[src/logic/cpu_types_pkg.sv]
package cpu_types_pkg;

   // data word and byte address
   typedef logic [31:0] word_t;

   // address split is tag[31:6], index[5:3], word[2], byte[1:0]
   typedef logic [25:0] tag_t;
   typedef logic [2:0]  idx_t;

   // 0 is the left way, 1 is the right way
   typedef logic        way_t;

   // number of sets with two ways each
   localparam int NUM_SETS = 8;

   localparam word_t HIT_COUNT_ADDR = 32'h0000_3100;   // hit counter lands here on halt

endpackage
[src/logic/dcache_if.sv]
`timescale 1ns/100ps

interface tag_port_if import cpu_types_pkg::*; ();
   idx_t  index;
   tag_t  lookup_tag;
   logic  set_dirty;
   logic  fill;
   way_t  fill_way;
   logic  touch;
   way_t  touch_way;
   logic  hit;
   way_t  hit_way;
   way_t  victim_way;
   logic  victim_dirty;
   tag_t  victim_tag;
   way_t  scan_way;          // flush scan row select
   idx_t  scan_index;
   logic  scan_dirty;
   tag_t  scan_tag;

   modport ctrl (
      output index, lookup_tag, set_dirty, fill, fill_way, touch, touch_way,
      output scan_way, scan_index,
      input  hit, hit_way, victim_way, victim_dirty, victim_tag, scan_dirty, scan_tag
   );

   modport tags (
      input  index, lookup_tag, set_dirty, fill, fill_way, touch, touch_way,
      input  scan_way, scan_index,
      output hit, hit_way, victim_way, victim_dirty, victim_tag, scan_dirty, scan_tag
   );
endinterface

interface data_port_if import cpu_types_pkg::*; ();
   logic  wr;
   way_t  way;
   idx_t  index;
   logic  word_sel;
   word_t wdata;
   way_t  rd_way;            // read side is independent of the write side
   idx_t  rd_index;
   logic  rd_word_sel;
   word_t rdata;

   modport ctrl (
      output wr, way, index, word_sel, wdata, rd_way, rd_index, rd_word_sel,
      input  rdata
   );

   modport data (
      input  wr, way, index, word_sel, wdata, rd_way, rd_index, rd_word_sel,
      output rdata
   );
endinterface

[src/logic/dcache.sv]
`timescale 1ns/100ps

module dcache import cpu_types_pkg::*; (
   input  logic  CLK,
   input  logic  nRST,
   // datapath side
   input  logic  dmemREN,
   input  logic  dmemWEN,
   input  logic  halt,
   input  word_t dmemaddr,
   input  word_t dmemstore,
   output logic  dhit,
   output logic  flushed,
   output word_t dmemload,
   // memory side
   output logic  dREN,
   output logic  dWEN,
   output word_t daddr,
   output word_t dstore,
   input  word_t dload,
   input  logic  dwait
);

   tag_port_if  tp ();
   data_port_if dp ();

   assign dmemload = dp.rdata;   // valid in the dhit cycle

   dcache_tags tags_i (
      .CLK  (CLK),
      .nRST (nRST),
      .tp   (tp.tags)
   );

   dcache_ctrl ctrl_i (
      .CLK       (CLK),
      .nRST      (nRST),
      .dmemREN   (dmemREN),
      .dmemWEN   (dmemWEN),
      .halt      (halt),
      .dmemaddr  (dmemaddr),
      .dmemstore (dmemstore),
      .dhit      (dhit),
      .flushed   (flushed),
      .dREN      (dREN),
      .dWEN      (dWEN),
      .daddr     (daddr),
      .dstore    (dstore),
      .dload     (dload),
      .dwait     (dwait),
      .tp        (tp.ctrl),
      .dp        (dp.ctrl)
   );

   dcache_data data_i (
      .CLK  (CLK),
      .nRST (nRST),
      .dp   (dp.data)
   );

endmodule

[src/logic/dcache_data.sv]
`timescale 1ns/100ps

module dcache_data import cpu_types_pkg::*; (
   input logic       CLK,
   input logic       nRST,
   data_port_if.data dp
);

   // way, set, word within the block
   word_t mem [2][NUM_SETS][2];

   always_ff @(posedge CLK)
   begin
      if (dp.wr)
      begin
         mem[dp.way][dp.index][dp.word_sel] <= dp.wdata;
      end
   end

   // serves both the load path and write-back data
   assign dp.rdata = mem[dp.rd_way][dp.rd_index][dp.rd_word_sel];

   // store data and refill beats from the bus must be known when written
   wdata_known: assert property (@(posedge CLK) disable iff (!nRST)
      dp.wr |-> !$isunknown({dp.way, dp.index, dp.word_sel, dp.wdata}));

endmodule

[src/logic/dcache_ctrl.sv]
`timescale 1ns/100ps

module dcache_ctrl import cpu_types_pkg::*; (
   input  logic       CLK,
   input  logic       nRST,
   input  logic       dmemREN,
   input  logic       dmemWEN,
   input  logic       halt,
   input  word_t      dmemaddr,
   input  word_t      dmemstore,
   output logic       dhit,
   output logic       flushed,
   output logic       dREN,
   output logic       dWEN,
   output word_t      daddr,
   output word_t      dstore,
   input  word_t      dload,
   input  logic       dwait,
   tag_port_if.ctrl   tp,
   data_port_if.ctrl  dp
);

   typedef enum logic [3:0] {
      IDLE, WB1, WB2, READ1, READ2, DIRTY, FLUSH1, FLUSH2, COUNT, HALT
   } dcache_state_t;

   dcache_state_t state, next_state;

   tag_t       req_tag;
   idx_t       req_index;
   logic       req_word;
   logic       request;
   logic       req_hit;
   way_t       victim_q, next_victim;
   logic [4:0] scan_row, next_scan_row;   // 0..7 left way, 8..15 right way, 16 done
   word_t      hit_count, next_hit_count;

   assign req_tag   = dmemaddr[31:6];
   assign req_index = dmemaddr[5:3];
   assign req_word  = dmemaddr[2];
   assign request   = dmemREN | dmemWEN;
   assign req_hit   = (state == IDLE) && !halt && request && tp.hit;

   assign dhit    = req_hit;
   assign flushed = (state == HALT);

   assign tp.index      = req_index;
   assign tp.lookup_tag = req_tag;
   assign tp.set_dirty  = req_hit & dmemWEN;
   assign tp.touch      = req_hit;
   assign tp.touch_way  = tp.hit_way;
   assign tp.fill       = (state == READ2) && !dwait;  // tag goes valid with the last beat
   assign tp.fill_way   = victim_q;
   assign tp.scan_way   = scan_row[3];
   assign tp.scan_index = scan_row[2:0];

   always_ff @(posedge CLK, negedge nRST)
   begin
      if (!nRST)
      begin
         state     <= IDLE;
         victim_q  <= 1'b0;
         scan_row  <= '0;
         hit_count <= '0;
      end
      else
      begin
         state     <= next_state;
         victim_q  <= next_victim;
         scan_row  <= next_scan_row;
         hit_count <= next_hit_count;
      end
   end

   always_comb
   begin
      next_state     = state;
      next_victim    = victim_q;
      next_scan_row  = scan_row;
      next_hit_count = hit_count;
      case (state)
         IDLE:
         begin
            if (halt)
               next_state = DIRTY;
            else if (request && tp.hit)
               next_hit_count = hit_count + 1;
            else if (request)
            begin
               next_hit_count = hit_count - 1;
               next_victim    = tp.victim_way;  // held through write-back and refill
               next_state     = tp.victim_dirty ? WB1 : READ1;
            end
         end
         WB1:    if (!dwait) next_state = WB2;
         WB2:    if (!dwait) next_state = READ1;
         READ1:  if (!dwait) next_state = READ2;
         READ2:  if (!dwait) next_state = IDLE;
         DIRTY:
         begin
            if (scan_row == 5'(2 * NUM_SETS))
               next_state = COUNT;
            else if (tp.scan_dirty)
               next_state = FLUSH1;
            else
               next_scan_row = scan_row + 5'd1;
         end
         FLUSH1: if (!dwait) next_state = FLUSH2;
         FLUSH2:
         begin
            if (!dwait)
            begin
               next_state    = DIRTY;
               next_scan_row = scan_row + 5'd1;
            end
         end
         COUNT:  if (!dwait) next_state = HALT;
         default: next_state = state;   // HALT holds until reset
      endcase
   end

   always_comb
   begin
      dREN           = 1'b0;
      dWEN           = 1'b0;
      daddr          = '0;
      dstore         = dp.rdata;
      dp.wr          = 1'b0;
      dp.way         = victim_q;
      dp.index       = req_index;
      dp.word_sel    = req_word;
      dp.wdata       = dmemstore;
      dp.rd_way      = tp.hit_way;
      dp.rd_index    = req_index;
      dp.rd_word_sel = req_word;
      case (state)
         IDLE:
         begin
            dp.wr  = req_hit & dmemWEN;
            dp.way = tp.hit_way;
         end
         WB1, WB2:
         begin
            dWEN           = 1'b1;
            dp.rd_way      = victim_q;
            dp.rd_word_sel = (state == WB2);
            daddr          = {tp.victim_tag, req_index, dp.rd_word_sel, 2'b00};
         end
         READ1, READ2:
         begin
            dREN        = 1'b1;
            dp.wr       = !dwait;
            dp.word_sel = (state == READ2);
            dp.wdata    = dload;
            daddr       = {req_tag, req_index, dp.word_sel, 2'b00};
         end
         FLUSH1, FLUSH2:
         begin
            dWEN           = 1'b1;
            dp.rd_way      = tp.scan_way;
            dp.rd_index    = tp.scan_index;
            dp.rd_word_sel = (state == FLUSH2);
            daddr          = {tp.scan_tag, tp.scan_index, dp.rd_word_sel, 2'b00};
         end
         COUNT:
         begin
            dWEN   = 1'b1;
            daddr  = HIT_COUNT_ADDR;
            dstore = hit_count;
         end
         default: dWEN = 1'b0;
      endcase
   end

   bus_exclusive: assert property (@(posedge CLK) disable iff (!nRST) !(dREN && dWEN));

   flushed_sticky: assert property (@(posedge CLK) disable iff (!nRST) flushed |=> flushed);

endmodule

[src/logic/dcache_tags.sv]
`timescale 1ns/100ps

module dcache_tags import cpu_types_pkg::*; (
   input logic      CLK,
   input logic      nRST,
   tag_port_if.tags tp
);

   tag_t tags  [2][NUM_SETS];
   logic valid [2][NUM_SETS];
   logic dirty [2][NUM_SETS];
   logic [NUM_SETS-1:0] lru;               // names the next victim way per set

   logic hit_left;
   logic hit_right;
   way_t victim;

   assign hit_left  = valid[0][tp.index] && (tags[0][tp.index] == tp.lookup_tag);
   assign hit_right = valid[1][tp.index] && (tags[1][tp.index] == tp.lookup_tag);

   assign tp.hit     = hit_left | hit_right;
   assign tp.hit_way = hit_right;          // a tag lives in at most one way

   assign victim          = lru[tp.index];
   assign tp.victim_way   = victim;
   assign tp.victim_dirty = dirty[victim][tp.index];
   assign tp.victim_tag   = tags[victim][tp.index];

   // flush scan may read any row regardless of the request index
   assign tp.scan_dirty = dirty[tp.scan_way][tp.scan_index];
   assign tp.scan_tag   = tags[tp.scan_way][tp.scan_index];

   always_ff @(posedge CLK)
   begin
      if (tp.fill)
      begin
         tags[tp.fill_way][tp.index] <= tp.lookup_tag;
      end
   end

   always_ff @(posedge CLK, negedge nRST)
   begin
      if (!nRST)
      begin
         for (int s = 0; s < NUM_SETS; s++)
         begin
            valid[0][s] <= 1'b0;
            valid[1][s] <= 1'b0;
            dirty[0][s] <= 1'b0;
            dirty[1][s] <= 1'b0;
         end
         lru <= '0;                        // left way goes first
      end
      else
      begin
         if (tp.fill)
         begin
            valid[tp.fill_way][tp.index] <= 1'b1;
            dirty[tp.fill_way][tp.index] <= 1'b0;
            lru[tp.index]                <= ~tp.fill_way;
         end
         if (tp.set_dirty)
         begin
            dirty[tp.hit_way][tp.index] <= 1'b1;
         end
         if (tp.touch)
         begin
            lru[tp.index] <= ~tp.touch_way;  // most recent way is spared
         end
      end
   end

   // refill and store hit are never in the same cycle
   fill_vs_store: assert property (@(posedge CLK) disable iff (!nRST)
      !(tp.fill && tp.set_dirty));

endmodule

[config.mk]
export PLATFORM = sky130hd
export DESIGN_NAME = dcache
export DESIGN_NICKNAME = d
export VERILOG_FILES = /design/src/logic/cpu_types_pkg.sv /design/src/logic/dcache_if.sv /design/src/logic/dcache.sv /design/src/logic/dcache_data.sv /design/src/logic/dcache_ctrl.sv /design/src/logic/dcache_tags.sv
export SDC_FILE = /design/constraint.sdc
export NUM_CORES = 2
export LEC_CHECK = 0
export BUFFER_PORTS_ARGS = -buffer_cell sky130_fd_sc_hd__buf_2
export CORE_MARGIN = 2
export CORE_UTILIZATION = 25
export DETAILED_ROUTE_END_ITERATION = 12
export PLACE_DENSITY = 0.42
export SLEW_MARGIN = 30
export SYNTH_ARGS = -nofsm -noshare
export SYNTH_HDL_FRONTEND = slang
export SYNTH_HIERARCHICAL = 1
export SYNTH_SLANG_ARGS = --single-unit
[constraint.sdc]
create_clock -name CLK -period 7.6 [get_ports CLK]
set_clock_uncertainty 0.15 [all_clocks]
set_input_delay 0.38 -clock CLK [delete_from_list [all_inputs] [get_ports CLK]]
set_output_delay 0.38 -clock CLK [all_outputs]
set_load 0.01 [all_outputs]
==> results.md <==
* Final core utilization at 30.0%
* Starting Density at 25.1%
* Max-capacitance violation count at 0
* Actual slew at the worst max-slew pin at 0.961 ns
* Final TNS setup at 0 ns
* Largest area contributor in the synthesized netlist: edfxtp_1
* WS Path Type: flip-flop to output pin
* H-tree levels at 4
* Dpl cell area at 77000 um^2
* Leakage power at 27.1 nW
* Clock Tree Root: clkbuf_16
* Tot Pwr at 30.6 mW
* Final nets at 4816
* Worst hold path class: primary input to flip-flop
* Area of the multi-input gates at 22600 um^2
* Mapped Cells at 4285
* Post-synthesis register bit count at 1522
* Fin. Hold Viols at 0
* Crit path time final at 7.19 ns
* Worst Path Required at 7.07 ns
* P_int at 19.5 mW
* Hpwl dp at 141 mm
* All-Layer GR Usage at 16.3%
* Seq pwr share at 34.0%
* Pwr/cell area at 370 nW/um^2
* Crit start category: flip-flop
* Syn. warnings at 6
* DR iter-0 viols at 3865
* Post-DR wirelength/cell at 27.5 um
* Number of global-route vias before repair at 41800
* P_sw at 11.1 mW
* IR Drop Worst-Case VDD at 0.000308 V
* Gr ovfl total at 0
* WL final at 234 mm
* P&R area growth vs syn at 19.2%
* Worst-skew pair later-pin latency at 0.83 ns
* Clk sinks at 1522
* Die height at 531 um
* Worst slew margin at 35.9%
* Sequential area share after synthesis at 65.2%
* Num rows at 193
* DRC Markers at 0
* Die X at 531 um
* Post-DRT Antenna Nets at 0
* Endpoints failing setup at 0
* Max Clock Freq at 139 MHz
* Port bufs at 197
* Core Region at 276000 um^2
* Post-synthesis area per instance at 16.2 um^2
* Clk pwr share at 26.8%
* Crit end category: output pin
* Yosys cell types at 96
* Final instance area at 82800 um^2
* Pin count of the biggest net entering global routing at 89
* Async SR Flop Fraction at 5.39%
* Clock-pin slew on the worst setup and hold paths at 0.06 ns
* Logic pwr share at 39.3%
* Final period util at 94.6%
* CTS Buffer Depth at 4
* Fin. max-slew vios at 0
* Post-synth top flop: edfxtp_1
* Reg2reg setup slack at 1.65 ns
* Critical path data arrival time at 6.66 ns
* Yosys top cell area share at 62.2%
* Status: finished clean
* Number of flops mapped to enable cells by yosys at 1440
* Layout cells sized above 1 at 25.2%
* Die footprint at 282000 um^2
* Synth Cell Area at 69500 um^2
* Inserted Clock Buffers at 177
* Switching Fraction at 36.3%
* Ranking of synthesized cells by area: edfxtp_1, mux2i_1, mux4_2
* CTS tree: done
* IO Count at 202
* Unrepaired setup endpoints after global routing: no
* Storage cell area at 45300 um^2
* Via count at 41400
* Layout fillers at 27400
* Vias per cell at 4.86
* Routability cong. at 0.786
* Max FO, Critical Path at 42
* Initial DRT Pass Iterations at 8
* First-pass GRT wire length at 327 mm
* Antenna violations before repair at 21
[cell usage after synthesis, types with 82 or more instances]
library cell	number
nand2_1	227
edfxtp_1	1440
dfrtp_1	82
mux4_2	261
clkbuf_1	121
nand3_1	119
mux2i_1	617
nor2_1	97
mux2_2	95
a22oi_1	163
a21oi_1	155
o21ai_0	95
[logic make-up (layout without fill, tap and decap cells)]
group / after synthesis / in the layout / share of synthesized area, %
flops: 1522 / 1522 / 65.2
fa+ha+maj: 35 / 35 / 0.641
simple gates: 615 / 615 / 4.20
buf+inv: 368 / 893 / 2.97
xor+xnor: 72 / 72 / 0.908
other cells: 1 / 6 / 0.00540
compound gates: 692 / 692 / 6.92
mux: 980 / 980 / 19.1
[sequential cells by signal, indices dropped and copies added (netlist names), 4 cells and up]
| signal | cells |
|---|---|
| ctrl_i/hit_count | 32 |
| tags_i/valid | 16 |
| tags_i/tags | 416 |
| tags_i/lru | 8 |
| ctrl_i/state | 4 |
| data_i/mem | 1024 |
| tags_i/dirty | 16 |
| ctrl_i/scan_row | 5 |
[cell usage in the layout, fill, tap and decap left out, types with 52 or more instances in the layout]
cell type  synthesis  routed
edfxtp_1        1440    1440
mux2i_1          617     617
mux4_2           261     261
buf_4             79     227
nand2_1          227     226
buf_2             61     194
clkbuf_16          0     179
a22oi_1          163     163
a21oi_1          155     153
nand3_1          119     119
mux2_2            95      95
o21ai_0           95      94
dfrtp_1           82      78
buf_12             2      78
a22o_1            73      73
nor2_4             0      52
[worst max-delay path, stage by stage, from the launching register on]
cell and delay [ns]:
edfxtp_1 0.42, mux4_2 0.49, nor2_1 0.16, nor3_1 0.12, or2_2 0.32, a2111oi_1 0.59, nand4_1 0.21, nor2_1 0.44
nor3b_1 0.31, a221o_4 0.39, buf_12 0.34, buf_4 0.30, mux2i_1 0.21, a21oi_1 0.09, a31oi_1 0.48, nand3_1 0.41
mux2_2 0.38, buf_2 0.14
[layer usage]
metal  GRT usage (%)  up-vias  wire length, um  part of all wire [%]
met5               0        -               96                 0.041
met1            21.9    21700           103000                    44
met3            2.69      344            12600                   5.4
met4            4.06       14             6010                   2.6
li1                -    18100                -                     -
met2            27.1     1255           113000                    48
[timing repair]
action                                  4_1_cts  5_1_grt
resized for setup                             0        1
buffers inserted                              0        0
endpoints found under the hold margin       459        0
endpoints found under the setup margin        0        2
hold buffers                                 35        0
[through the flow]
step | worst slack [ns] | cells | hold WS, ns
2_1_floorplan | 1.08 | 4286 | -0.0656
3_3_place_gp | 0.219 | 8168 | 0.299
3_5_place_dp | 0.309 | 8169 | 0.303
4_1_cts | 0.0401 | 8515 | 0.134
5_1_grt | 0.0705 | 8518 | 0.182
6_report | 0.410 | 8520 | 0.198
[path summary, 6_finish.rpt]
check	start	end	cells after the start
max	tags_i/tags[1][52]$_DFFE_PP_	dstore[25]	17
min in group asynchronous	nRST	ctrl_i/hit_count[2]$_DFFE_PN0P_	4
max in group asynchronous	nRST	ctrl_i/scan_row[3]$_DFFE_PN0P_	4
min reg2reg	tags_i/valid[14]$_DFFE_PN0P_	tags_i/valid[14]$_DFFE_PN0P_	1
max reg2reg	tags_i/tags[0][54]$_DFFE_PP_	ctrl_i/hit_count[30]$_DFFE_PN0P_	21
min	dmemstore[6]	data_i/mem[0][6]$_DFFE_PP_	2
[cell type report]
type | count | share of cell area, %
Sequential cell | 1522 | 54.7
Multi-Input combinational cell | 2396 | 27.3
Timing Repair Buffer | 537 | 5.62
Tap cell | 3705 | 5.60
Clock buffer | 219 | 5.59
Clock inverter | 92 | 0.961
Inverter | 45 | 0.210
Antenna cell | 4 | 0.0121
[power by group through the flow]
stage	sequential [mW]	combinational, mW	clock, mW
after global routing	10.4	12.9	8.73
after floorplan	10.3	7.45	0
after CTS	10.4	12.3	8.44
after global placement	10.6	12.2	0
after detailed placement	10.6	12.3	0
final	10.4	12.0	8.20
Note: power is estimated with default switching activity, not from simulation.
